===== src/kbd_event_pkg.sv =====
`default_nettype none

package kbd_event_pkg;

  // --------------------
  // Hub geometry
  // --------------------

  // Keyboard channels feeding the arbiter
  localparam int unsigned NUM_CHANNELS = 2;

  // --------------------
  // Key event word
  // --------------------

  // One folded key event, 11 bits
  typedef struct packed {
    logic       port;
    logic       released;
    logic       extended;
    logic [7:0] code;
  } kbd_event_t;

endpackage

`default_nettype wire


===== src/ps2_pkg.sv =====
`default_nettype none

package ps2_pkg;

  // --------------------
  // Frame layout
  // --------------------

  // Data bits between start and parity, sent LSB first
  localparam int unsigned PS2_DATA_BITS = 8;

  // Receiver FSM states
  typedef enum logic [3:0] {
    PS2_IDLE   = 4'd0,
    PS2_DATA   = 4'd1,
    PS2_PARITY = 4'd2,
    PS2_STOP   = 4'd3
  } ps2_state_t;

  // --------------------
  // Scan code set 2 prefixes
  // --------------------

  // Extended key prefix
  localparam logic [7:0] PS2_PREFIX_EXT = 8'he0;
  // Break (key release) prefix
  localparam logic [7:0] PS2_PREFIX_BREAK = 8'hf0;

endpackage

`default_nettype wire


===== src/key_event_if.sv =====
`timescale 1ns/1ns
`default_nettype none

// One channel's event offer with four-phase req/ack
interface key_event_if;

  logic       req;
  logic       ack;
  // Event fields, held stable while req is high
  logic       released;
  logic       extended;
  logic [7:0] code;

  // Decoder side
  modport offer (output req, output released, output extended, output code, input ack);

  // Arbiter side
  modport grant (input req, input released, input extended, input code, output ack);

endinterface

`default_nettype wire


===== src/event_arbiter.sv =====
`timescale 1ns/1ns
`default_nettype none

module event_arbiter
  import kbd_event_pkg::*;
(
  input  logic        clk,
  input  logic        rst,
  input  logic        full,
  key_event_if.grant  chan0,
  key_event_if.grant  chan1,
  output logic        push,
  output kbd_event_t  push_event
);

  logic [NUM_CHANNELS-1:0] req_vec;
  logic                    any_req;
  logic                    pick;
  logic                    last;
  logic                    acking;

  // --------------------
  // Round-robin pick
  // --------------------

  assign req_vec = {chan1.req, chan0.req};
  assign any_req = |req_vec;

  // Favour the channel not served last
  always_comb begin
    if (req_vec[~last]) begin
      pick = ~last;
    end else begin
      pick = last;
    end
  end

  // Only one event in flight, so no new push while acking
  assign push = !acking && any_req && !full;

  // Tag with source channel
  assign push_event.port     = pick;
  assign push_event.released = pick ? chan1.released : chan0.released;
  assign push_event.extended = pick ? chan1.extended : chan0.extended;
  assign push_event.code     = pick ? chan1.code : chan0.code;

  // --------------------
  // Handshake control
  // --------------------

  // last doubles as the channel being acknowledged
  always_ff @(posedge clk) begin
    if (rst) begin
      acking <= 1'b0;
      // Channel 0 gets the first turn
      last   <= 1'b1;
    end else begin
      if (push) begin
        acking <= 1'b1;
        last   <= pick;
      end else if (acking && !req_vec[last]) begin
        // Phase 4, req seen low
        acking <= 1'b0;
      end
    end
  end

  // Phase 2, one cycle after the push
  assign chan0.ack = acking && (last == 1'b0);
  assign chan1.ack = acking && (last == 1'b1);

endmodule

`default_nettype wire


===== src/event_fifo.sv =====
`timescale 1ns/1ns
`default_nettype none

module event_fifo
  import kbd_event_pkg::*;
#(
  parameter int unsigned FIFO_DEPTH = 8
) (
  input  logic       clk,
  input  logic       rst,
  input  logic       push,
  input  kbd_event_t push_event,
  input  logic       evt_ready,
  output logic       full,
  output logic       evt_valid,
  output kbd_event_t evt_out
);

  localparam int unsigned AW = $clog2(FIFO_DEPTH);

  kbd_event_t  mem [FIFO_DEPTH];
  logic [AW:0] wr_ptr;
  logic [AW:0] rd_ptr;
  logic        wr_en;
  logic        rd_en;

  // --------------------
  // Status
  // --------------------

  // Extra MSB tells a wrapped writer from an empty buffer
  assign full      = (wr_ptr[AW] != rd_ptr[AW]) && (wr_ptr[AW-1:0] == rd_ptr[AW-1:0]);
  assign evt_valid = (wr_ptr != rd_ptr);

  // Writes while full are ignored
  assign wr_en = push && !full;
  assign rd_en = evt_valid && evt_ready;

  // --------------------
  // Pointers
  // --------------------

  always_ff @(posedge clk) begin
    if (rst) begin
      wr_ptr <= '0;
      rd_ptr <= '0;
    end else begin
      if (wr_en) begin
        wr_ptr <= wr_ptr + 1'b1;
      end
      if (rd_en) begin
        rd_ptr <= rd_ptr + 1'b1;
      end
    end
  end

  // --------------------
  // Storage
  // --------------------

  always_ff @(posedge clk) begin
    if (wr_en) begin
      mem[wr_ptr[AW-1:0]] <= push_event;
    end
  end

  // Head of queue shown directly on the read port
  assign evt_out = mem[rd_ptr[AW-1:0]];

endmodule

`default_nettype wire


===== src/kbd_hub.sv =====
`timescale 1ns/1ns
`default_nettype none

module kbd_hub
  import kbd_event_pkg::*;
#(
  parameter int unsigned FIFO_DEPTH   = 8,
  parameter int unsigned STALL_CYCLES = 2000
) (
  input  logic                    clk,
  input  logic                    rst,
  input  logic [NUM_CHANNELS-1:0] ps2_clk,
  input  logic [NUM_CHANNELS-1:0] ps2_data,
  input  logic                    evt_ready,
  output logic                    evt_valid,
  output logic                    evt_port,
  output logic                    evt_released,
  output logic                    evt_extended,
  output logic [7:0]              evt_code,
  output logic [NUM_CHANNELS-1:0] overflow
);

  logic       frame_valid0;
  logic       frame_valid1;
  logic [7:0] frame_data0;
  logic [7:0] frame_data1;
  logic       push;
  logic       full;
  kbd_event_t push_event;
  kbd_event_t evt_out;

  key_event_if chan0_if ();
  key_event_if chan1_if ();

  // --------------------
  // Channel 0
  // --------------------

  ps2_rx #(.STALL_CYCLES(STALL_CYCLES)) rx0_inst (
    .clk         (clk),
    .rst         (rst),
    .ps2_clk     (ps2_clk[0]),
    .ps2_data    (ps2_data[0]),
    .frame_valid (frame_valid0),
    .frame_data  (frame_data0)
  );

  key_event_decoder dec0_inst (
    .clk         (clk),
    .rst         (rst),
    .frame_valid (frame_valid0),
    .frame_data  (frame_data0),
    .evt         (chan0_if.offer),
    .overflow    (overflow[0])
  );

  // --------------------
  // Channel 1
  // --------------------

  ps2_rx #(.STALL_CYCLES(STALL_CYCLES)) rx1_inst (
    .clk         (clk),
    .rst         (rst),
    .ps2_clk     (ps2_clk[1]),
    .ps2_data    (ps2_data[1]),
    .frame_valid (frame_valid1),
    .frame_data  (frame_data1)
  );

  key_event_decoder dec1_inst (
    .clk         (clk),
    .rst         (rst),
    .frame_valid (frame_valid1),
    .frame_data  (frame_data1),
    .evt         (chan1_if.offer),
    .overflow    (overflow[1])
  );

  // --------------------
  // Shared arbiter and FIFO
  // --------------------

  event_arbiter arb_inst (
    .clk        (clk),
    .rst        (rst),
    .full       (full),
    .chan0      (chan0_if.grant),
    .chan1      (chan1_if.grant),
    .push       (push),
    .push_event (push_event)
  );

  event_fifo #(.FIFO_DEPTH(FIFO_DEPTH)) fifo_inst (
    .clk        (clk),
    .rst        (rst),
    .push       (push),
    .push_event (push_event),
    .evt_ready  (evt_ready),
    .full       (full),
    .evt_valid  (evt_valid),
    .evt_out    (evt_out)
  );

  // Host read port fields
  assign evt_port     = evt_out.port;
  assign evt_released = evt_out.released;
  assign evt_extended = evt_out.extended;
  assign evt_code     = evt_out.code;

endmodule

`default_nettype wire


===== src/key_event_decoder.sv =====
`timescale 1ns/1ns
`default_nettype none

module key_event_decoder
  import ps2_pkg::*;
(
  input  logic        clk,
  input  logic        rst,
  input  logic        frame_valid,
  input  logic [7:0]  frame_data,
  key_event_if.offer  evt,
  output logic        overflow
);

  logic       ext_flag;
  logic       brk_flag;
  logic       req_q;
  logic       rel_q;
  logic       ext_q;
  logic [7:0] code_q;
  logic       is_ext;
  logic       is_brk;
  logic       is_code;
  logic       busy;

  // --------------------
  // Byte classification
  // --------------------

  assign is_ext  = frame_valid && (frame_data == PS2_PREFIX_EXT);
  assign is_brk  = frame_valid && (frame_data == PS2_PREFIX_BREAK);
  assign is_code = frame_valid && !is_ext && !is_brk;

  // Handshake still in flight until ack has dropped
  assign busy = req_q | evt.ack;

  // --------------------
  // Prefix flags and offer
  // --------------------

  always_ff @(posedge clk) begin
    if (rst) begin
      ext_flag <= 1'b0;
      brk_flag <= 1'b0;
      req_q    <= 1'b0;
      overflow <= 1'b0;
    end else begin
      if (is_ext) begin
        ext_flag <= 1'b1;
      end
      if (is_brk) begin
        brk_flag <= 1'b1;
      end
      // Any scan code ends the prefix run, even a dropped one
      if (is_code) begin
        ext_flag <= 1'b0;
        brk_flag <= 1'b0;
      end

      // Phase 1 on a new code, phase 3 once ack is seen
      if (is_code && !busy) begin
        req_q <= 1'b1;
      end else if (req_q && evt.ack) begin
        req_q <= 1'b0;
      end

      // Sticky until reset
      if (is_code && busy) begin
        overflow <= 1'b1;
      end
    end
  end

  // Pending event fields, frozen while req is high
  always_ff @(posedge clk) begin
    if (is_code && !busy) begin
      rel_q  <= brk_flag;
      ext_q  <= ext_flag;
      code_q <= frame_data;
    end
  end

  assign evt.req      = req_q;
  assign evt.released = rel_q;
  assign evt.extended = ext_q;
  assign evt.code     = code_q;

endmodule

`default_nettype wire


===== src/ps2_rx.sv =====
`timescale 1ns/1ns
`default_nettype none

module ps2_rx
  import ps2_pkg::*;
#(
  parameter int unsigned STALL_CYCLES = 2000
) (
  input  logic       clk,
  input  logic       rst,
  input  logic       ps2_clk,
  input  logic       ps2_data,
  output logic       frame_valid,
  output logic [7:0] frame_data
);

  localparam int unsigned STALL_W = $clog2(STALL_CYCLES);
  localparam int unsigned BIT_W   = $clog2(PS2_DATA_BITS);

  logic               clk_meta;
  logic               clk_sync;
  logic               clk_prev;
  logic               data_meta;
  logic               data_sync;
  logic               fall;
  ps2_state_t         state;
  logic [BIT_W-1:0]   bit_cnt;
  logic [7:0]         shreg;
  logic               parity_bit;
  logic [STALL_W-1:0] stall_cnt;
  logic               frame_ok;
  logic               stalled;

  // --------------------
  // Input synchronizers
  // --------------------

  // Idle PS/2 lines float high, so reset to 1 to avoid a false edge
  always_ff @(posedge clk) begin
    if (rst) begin
      clk_meta  <= 1'b1;
      clk_sync  <= 1'b1;
      clk_prev  <= 1'b1;
      data_meta <= 1'b1;
      data_sync <= 1'b1;
    end else begin
      clk_meta  <= ps2_clk;
      clk_sync  <= clk_meta;
      clk_prev  <= clk_sync;
      data_meta <= ps2_data;
      data_sync <= data_meta;
    end
  end

  // Falling edge of the synchronized device clock
  assign fall = clk_prev & ~clk_sync;

  // --------------------
  // Frame checks
  // --------------------

  // Odd parity over data plus parity bit, stop bit must be 1
  assign frame_ok = data_sync & (^{shreg, parity_bit});

  // No edge for too long inside a frame
  assign stalled = !fall && (state != PS2_IDLE) &&
                   (stall_cnt == STALL_W'(STALL_CYCLES - 1));

  // --------------------
  // Receiver FSM
  // --------------------

  always_ff @(posedge clk) begin
    if (rst) begin
      state       <= PS2_IDLE;
      bit_cnt     <= '0;
      stall_cnt   <= '0;
      frame_valid <= 1'b0;
    end else begin
      frame_valid <= 1'b0;

      // Stall timer restarts on every edge and sits at zero when idle
      if (fall || state == PS2_IDLE) begin
        stall_cnt <= '0;
      end else begin
        stall_cnt <= stall_cnt + 1'b1;
      end

      case (state)
        PS2_IDLE: begin
          // Start bit must be 0, anything else is ignored
          if (fall && !data_sync) begin
            state   <= PS2_DATA;
            bit_cnt <= '0;
          end
        end
        PS2_DATA: begin
          if (fall) begin
            bit_cnt <= bit_cnt + 1'b1;
            if (bit_cnt == BIT_W'(PS2_DATA_BITS - 1)) begin
              state <= PS2_PARITY;
            end
          end
        end
        PS2_PARITY: begin
          if (fall) begin
            state <= PS2_STOP;
          end
        end
        PS2_STOP: begin
          // Bad frames are dropped without notice
          if (fall) begin
            frame_valid <= frame_ok;
            state       <= PS2_IDLE;
          end
        end
        default: begin
          state <= PS2_IDLE;
        end
      endcase

      // Unplugged or glitching device, give up on the partial frame
      if (stalled) begin
        state <= PS2_IDLE;
      end
    end
  end

  // --------------------
  // Data path
  // --------------------

  // LSB arrives first, so shift in from the top
  always_ff @(posedge clk) begin
    if (fall && state == PS2_DATA) begin
      shreg <= {data_sync, shreg[7:1]};
    end
    if (fall && state == PS2_PARITY) begin
      parity_bit <= data_sync;
    end
  end

  assign frame_data = shreg;

endmodule

`default_nettype wire


===== config.mk =====
export PLATFORM = sky130hd
export DESIGN_NAME = kbd_hub
export DESIGN_NICKNAME = d
export VERILOG_FILES = /design/src/kbd_event_pkg.sv /design/src/ps2_pkg.sv /design/src/key_event_if.sv /design/src/event_arbiter.sv /design/src/event_fifo.sv /design/src/kbd_hub.sv /design/src/key_event_decoder.sv /design/src/ps2_rx.sv
export SDC_FILE = /design/constraint.sdc
export NUM_CORES = 1
export LEC_CHECK = 0
export BUFFER_PORTS_ARGS = -buffer_cell sky130_fd_sc_hd__buf_2
export CAP_MARGIN = 20
export CORE_ASPECT_RATIO = 0.6
export CORE_UTILIZATION = 40
export CTS_BUF_LIST = sky130_fd_sc_hd__clkbuf_4 sky130_fd_sc_hd__clkbuf_8
export DETAILED_ROUTE_END_ITERATION = 6
export PLACE_DENSITY = 0.59
export SYNTH_ARGS = -nofsm -noshare
export SYNTH_HDL_FRONTEND = slang
export SYNTH_SLANG_ARGS = --single-unit

===== constraint.sdc =====
create_clock -name clk -period 6 [get_ports clk]
set_input_delay 0.6 -clock clk [delete_from_list [all_inputs] [get_ports clk]]
set_output_delay 0.6 -clock clk [all_outputs]
set_load 0.02 [all_outputs]

==> flow_metrics.tcl, run 1 <==
set metrics [dict create \
    dr.first_iter.drc_count 250 \
    worstSetupPathType "reg2out" \
    async_flop_share_pct 0 \
    die_y_um 108 \
    synthTopCellsByCount "edfxtp_1 (126), dfxtp_1 (65), nor2_1 (47)" \
    drive_above_1_share_pct 21.1 \
    synth.distinct_cells 40 \
    finalCritPeriodShare_pct 49.2 \
    synthCells 505 \
    clk_pin_slew_ps 100 \
    drtPass1Iterations 6 \
    grt_first_pass_wirelength_um 21000 \
    vias 3972 \
    drtAntennaViolNets 0 \
    p_leak_nw 2.74 \
    hold_class "in2reg" \
    synth_top_area_cell "edfxtp_1" \
    gp_congestion 0.726 \
    clock-sinks 191 \
    arrival_ps 2350 \
    finalClockSkew_ps 16.7 \
    crit_required_ps 5400 \
    finalSetupViolCount 0 \
    initial_utilization_pct 41.3 \
    synth.area.top_cells "edfxtp_1 (50%), dfxtp_1 (17%), mux4_2 (6.6%), mux2_2 (3.3%), ha_1 (2.7%)" \
    yosys_most_used_dff "edfxtp_1" \
    relSlewSlack_pct 29.4 \
    setup_tns_ps 0 \
    die_x_um 179 \
    period_needed_ps 2950 \
    power_density_nw_per_um2 266 \
    num_antenna_cells 0 \
    dieArea_um2 19400 \
    grt_pass1_vias 3919 \
    violations "design-rule violations" \
    route.detailed.drc 2 \
    viasPerCell 5.02 \
    syn-cell-area_um2 7530 \
    wire_per_inst_um 16.3 \
    synth_edf_count 126 \
    synth_top_area_share_pct 50.2 \
    drv_cap 0 \
    post-synth-top-count-cell "edfxtp_1" \
    final_nets 562 \
    clk_latency_ps 460 \
    ys_warn_count 0 \
    max_slew.worst_pin.slew_ps 1060 \
    ys_seq_area_share_pct 67.5 \
    dpl.hpwl_um 8900 \
    maxClockFrequency_mhz 339 \
    hold_violations 0 \
    grt_overflow 0 \
    final_cells 791 \
    clock_path_buffers 2 \
    post_cts_buffers 0 \
    grt_use_total_pct 14.7 \
    port_buffers 20 \
    status "finished, violations left" \
    syn_to_final_growth_pct 10.7 \
    fill_cells 1662 \
    ir_worst_vdd_mv 0.105 \
    syn_nets 528 \
    grt_max_degree 44 \
    path_max_fanout 22 \
    avgSynthCellArea_um2 14.9 \
    cts_tree "done" \
    grt_antenna_before_repair 0 \
    num_io_pins 21 \
    cts_resized 0 \
    placedCellCount 759 \
    final_util_pct 45.7 \
    critPathCaptureType "primary output" \
    cts_made_buffers 17 \
    root_buffer "clkbuf_8" \
    synth_seq_cells 191 \
    start_kind "flip-flop" \
    maxSlewViolCount 0 \
    hold_buffers 0 \
    rsz0062_at_grt "false" \
    h-tree-depth 4 \
    wl_um 12900 \
    core-area_um2 18300 \
    rows 38 \
]
[flip-flops by register name, indices dropped and copies added, names as in the netlist, 2 cells and up, named ones only]
signal and cells:
rx0_inst.stall_cnt 11, dec0_inst.evt.code 8, fifo_inst.wr_ptr 4, rx1_inst.bit_cnt 3, rx1_inst.frame_data 8, rx1_inst.state 2
rx0_inst.state 2, rx1_inst.stall_cnt 11, fifo_inst.mem 88, dec1_inst.evt.code 8, rx0_inst.bit_cnt 3, rx0_inst.frame_data 8
fifo_inst.rd_ptr 4
[worst max-delay path: stages, from the launching register on]
cell     delay (ps)
dfxtp_1        1030
mux4_2          430
mux2_2          270
buf_2           160
[per-stage QoR]
step                setup WS, ps  hold slack, ps  power, mW  instance area, um^2
floorplan                   3650             389       1.43                 7530
global placement            3320             394       1.43                 7910
detailed placement          3300             398       1.43                 7950
CTS                         3000             289       2.25                 8330
global route                2910             268       2.31                 8340
finish                      3050             323       2.22                 8340
[cell families after synthesis]
family / Yosys count / share of synthesized area (%)
flops: 191 / 67.5
simple gates: 140 / 9.37
mux: 50 / 10.7
compound gates: 39 / 3.39
xor+xnor: 37 / 4.67
buf+inv: 32 / 1.78
fa+ha+maj: 16 / 2.66
[cell type report]
type,count,area (um^2),share of cell area (%)
Multi-Input combinational cell,282,2320,27.8
Tap cell,240,300,3.60
Inverter,16,60.1,0.720
Clock inverter,14,149,1.79
Clock buffer,17,234,2.81
Sequential cell,191,5080,61.0
Timing Repair Buffer,31,194,2.33
[layout by cell type, fill, tap and decap left out, types with 6 or more instances in the layout]
master	synthesis	routed
dfxtp_1	65	65
or3_1	9	9
nor2_1	47	47
o21ai_0	7	7
xnor2_1	19	19
nand2_1	18	18
inv_1	16	16
nor2b_1	6	6
buf_2	5	20
mux2i_1	6	6
nand3_1	6	6
mux2_2	22	22
buf_4	2	8
edfxtp_1	126	126
or2_2	10	10
xor2_1	16	16
nor3_1	13	13
nand4_1	7	7
a21oi_1	13	13
ha_1	16	16
mux4_2	22	22
clkbuf_8	0	17
[metal layers]
| layer | wire, um | global-route usage [%] |
|---|---|---|
| met1 | 6870 | 21.5 |
| met2 | 5530 | 20.8 |
| met5 | 0 | 0 |
| met3 | 423 | 4.71 |
| met4 | 65 | 3.96 |
[final timing paths]
path                         endpoint           startpoint  cells after the start  slack (ps)
hold reg to reg    rx0_inst.data_sync   rx0_inst.data_meta                      1         410
setup reg to reg  fifo_inst.mem[0][3]  fifo_inst.wr_ptr[1]                      5        3630
hold / removal      rx0_inst.clk_meta           ps2_clk[0]                      2         320
setup / recovery          evt_code[3]            flip-flop                      3        3050
[power by group]
part           leakage, nW  internal (mW)  switching [mW]
Clock                0.189          0.341           0.475
Combinational        0.897        0.00605         0.00940
Sequential            1.66           1.39         0.00176
Note: power is estimated with default switching activity, not from simulation.
==> inputs of run 2 (changes only) <==
--- a/config.mk
+++ b/config.mk
@@ -5,13 +5,14 @@
 export SDC_FILE = /design/constraint.sdc
 export NUM_CORES = 1
 export LEC_CHECK = 0
+export ABC_AREA = 1
 export BUFFER_PORTS_ARGS = -buffer_cell sky130_fd_sc_hd__buf_2
 export CAP_MARGIN = 20
 export CORE_ASPECT_RATIO = 0.6
 export CORE_UTILIZATION = 40
 export CTS_BUF_LIST = sky130_fd_sc_hd__clkbuf_4 sky130_fd_sc_hd__clkbuf_8
 export DETAILED_ROUTE_END_ITERATION = 6
-export PLACE_DENSITY = 0.59
+export PLACE_DENSITY = 0.61
 export SYNTH_ARGS = -nofsm -noshare
 export SYNTH_HDL_FRONTEND = slang
 export SYNTH_SLANG_ARGS = --single-unit
==> constraint.sdc (replaced) <==
create_clock -name clk -period 2.49 [get_ports clk]
set_input_delay 0.249 -clock clk [delete_from_list [all_inputs] [get_ports clk]]
set_output_delay 0.249 -clock clk [all_outputs]
set_load 0.02 [all_outputs]
==> flow_metrics.tcl, run 2 <==
set metrics [dict create \
    synth_top_area_share_pct 47.2 \
    path_max_fanout 17 \
    max_slew.worst_pin.slew_ps 862 \
    syn_to_final_growth_pct 11.6 \
    finalPower_mw 5.74 \
    die_y_um 112 \
    wire_per_inst_um 14.7 \
    clock-sinks 191 \
    largest_reg_flops 88 \
    synth_top_area_cell "edfxtp_1" \
    drv_cap 0 \
    port_buffers 20 \
    fin_ws_ps 222 \
    worstSetupPathType "reg2out" \
    critPathCaptureType "primary output" \
    finalCritPeriodShare_pct 91.1 \
    clk_pin_slew_ps 100 \
    grt_max_degree 45 \
    ys_seq_area_share_pct 63.5 \
    initial_utilization_pct 41.5 \
    maxClockFrequency_mhz 441 \
    crit_family "buffers and inverters" \
    core-area_um2 19300 \
    root_buffer "clkbuf_8" \
    rows 39 \
    ys_warn_count 0 \
    drtAntennaViolNets 0 \
    crit-reg2reg-launch "fifo_inst.wr_ptr[2]" \
    grt_antenna_before_repair 0 \
    async_flop_share_pct 0 \
    syn-cell-area_um2 8010 \
    cpPeakStageDelay_ps 450 \
    grt_pass1_vias 4889 \
    dp_slack_ps 563 \
    synth_edf_count 126 \
    clk_latency_ps 480 \
    vias 5401 \
    synthTopCellsByCount "nand2_1 (155), edfxtp_1 (126), nor2_1 (118)" \
    synth_seq_cells 191 \
    setup_tns_ps 0 \
    syn_nets 819 \
    crit_required_ps 2240 \
    drtPass1Iterations 5 \
    ir_worst_vdd_mv 0.423 \
    viasPerCell 4.86 \
    final_nets 856 \
    post-synth-top-count-cell "nand2_1" \
    relSlewSlack_pct 42.3 \
    hold_start "evt_ready" \
    dr.first_iter.drc_count 599 \
    synth.distinct_cells 36 \
    gp_congestion 0.796 \
    rsz0062_at_grt "false" \
    hold_class "in2reg" \
    die_x_um 185 \
    route.detailed.drc 0 \
    cts_tree "done" \
    wl_um 16300 \
    arrival_ps 2020 \
    finalSetupViolCount 0 \
    yosys_most_used_dff "edfxtp_1" \
    maxSlewViolCount 0 \
    final_common_cell "nand2_1" \
    crit_chain "inv_1 > buf_4 > a21oi_1 > a31oi_1 > buf_2" \
    grt_first_pass_wirelength_um 26600 \
    worst_path_max_delay_cell "inv_1" \
    drive_above_1_share_pct 13.5 \
    layout.cells.most_common_list "nand2_1 (155), edfxtp_1 (126), nor2_1 (118), inv_1 (74), dfxtp_1 (65)" \
    avgSynthCellArea_um2 10.1 \
    clock_path_buffers 2 \
    h-tree-depth 4 \
    p_leak_nw 3.39 \
    worst-path-buf-inv 3 \
    hold_violations 0 \
    num_antenna_cells 0 \
    cts_made_buffers 17 \
    power_density_nw_per_um2 642 \
    start_kind "flip-flop" \
    synth.area.top_cells "edfxtp_1 (47%), dfxtp_1 (16%), nand2_1 (7.3%), nor2_1 (5.5%), inv_1 (3.5%)" \
    synthCells 796 \
    period_needed_ps 2270 \
    dpl.hpwl_um 11100 \
    dieArea_um2 20600 \
    finalClockSkew_ps 17.7 \
    grt_use_total_pct 17.1 \
    grt_overflow 0 \
    num_io_pins 21 \
    status "complete, no violations" \
]
## run 2: cell count changes after synthesis, moves of 19 or more
cell and delta:
a21oi_1 +26, inv_1 +58, mux4_2 -22, nand2_1 +137, nand3_1 +19, nor2_1 +71, o21ai_0 +47
## run 2: final timing paths
check | endpoint | slack (ps) | cells after the start
setup / recovery | evt_released | 220 | 5
hold / removal | fifo_inst.rd_ptr[3] | 70 | 3
setup reg to reg | fifo_inst.mem[6][4] | 480 | 9
hold reg to reg | rx0_inst.clk_sync | 410 | 1
## run 2: kinds of logic after synthesis
kind of cell               count (synthesis)  share of synthesized area, %
AOI/OAI and AO/OA                        119                          7.92
xor gates and xnor gates                  11                          1.20
adders and majority gates                 16                          2.50
buffers and inverters                    103                          5.37
DFF                                      191                          63.5
muxes                                     10                          1.41
and+or+nand+nor                          346                          18.1
## run 2: cell type report
| class | instances | area (um^2) |
|---|---|---|
| Clock buffer | 17 | 234 |
| Clock inverter | 15 | 194 |
| Fill cell | 1843 | 10400 |
| Inverter | 79 | 299 |
| Multi-Input combinational cell | 502 | 2510 |
| Sequential cell | 191 | 5080 |
| Tap cell | 266 | 333 |
| Timing Repair Buffer | 42 | 288 |
## run 2: where the power goes
group	switching (mW)	internal, mW	total [mW]
Clock	1.19	1.03	2.22
Sequential	0.00818	3.34	3.35
Combinational	0.112	0.0561	0.168
Total	1.31	4.43	5.74
## run 2: stage by stage
step	instance area [um^2]	util [%]	hold slack, ps	std cells
floorplan	8010	-	353	796
global placement	8470	43.8	392	1076
detailed placement	8470	43.8	394	1076
CTS	8940	46.3	43.8	1112
global route	8940	46.3	77.6	1112
finish	8940	46.3	72.0	1112
## run 2: timing repair
action                                 4_1_cts  5_1_grt
setup endpoints to repair                    0        1
endpoints found under the hold margin        4        0
resized for setup                            0        2
hold buffers                                 4        0
buffers inserted                             0        0
## run 2: metal layers
| metal | global-route usage, % | part of all wire [%] | vias up |
|---|---|---|---|
| met2 | 21.3 | 37 | 149 |
| met3 | 3.50 | 6.3 | 22 |
| li1 | - | - | 2726 |
| met4 | 6.39 | 1.7 | 0 |
| met5 | 0 | 0 | - |
| met1 | 28.2 | 55 | 2504 |
## run 2: worst min-delay path: cells and delay by family
family	cells	cell delay, ps
AO/OA/AOI/OAI	1	60
buffers and inverters	1	130
AND/OR/NAND/NOR	1	80
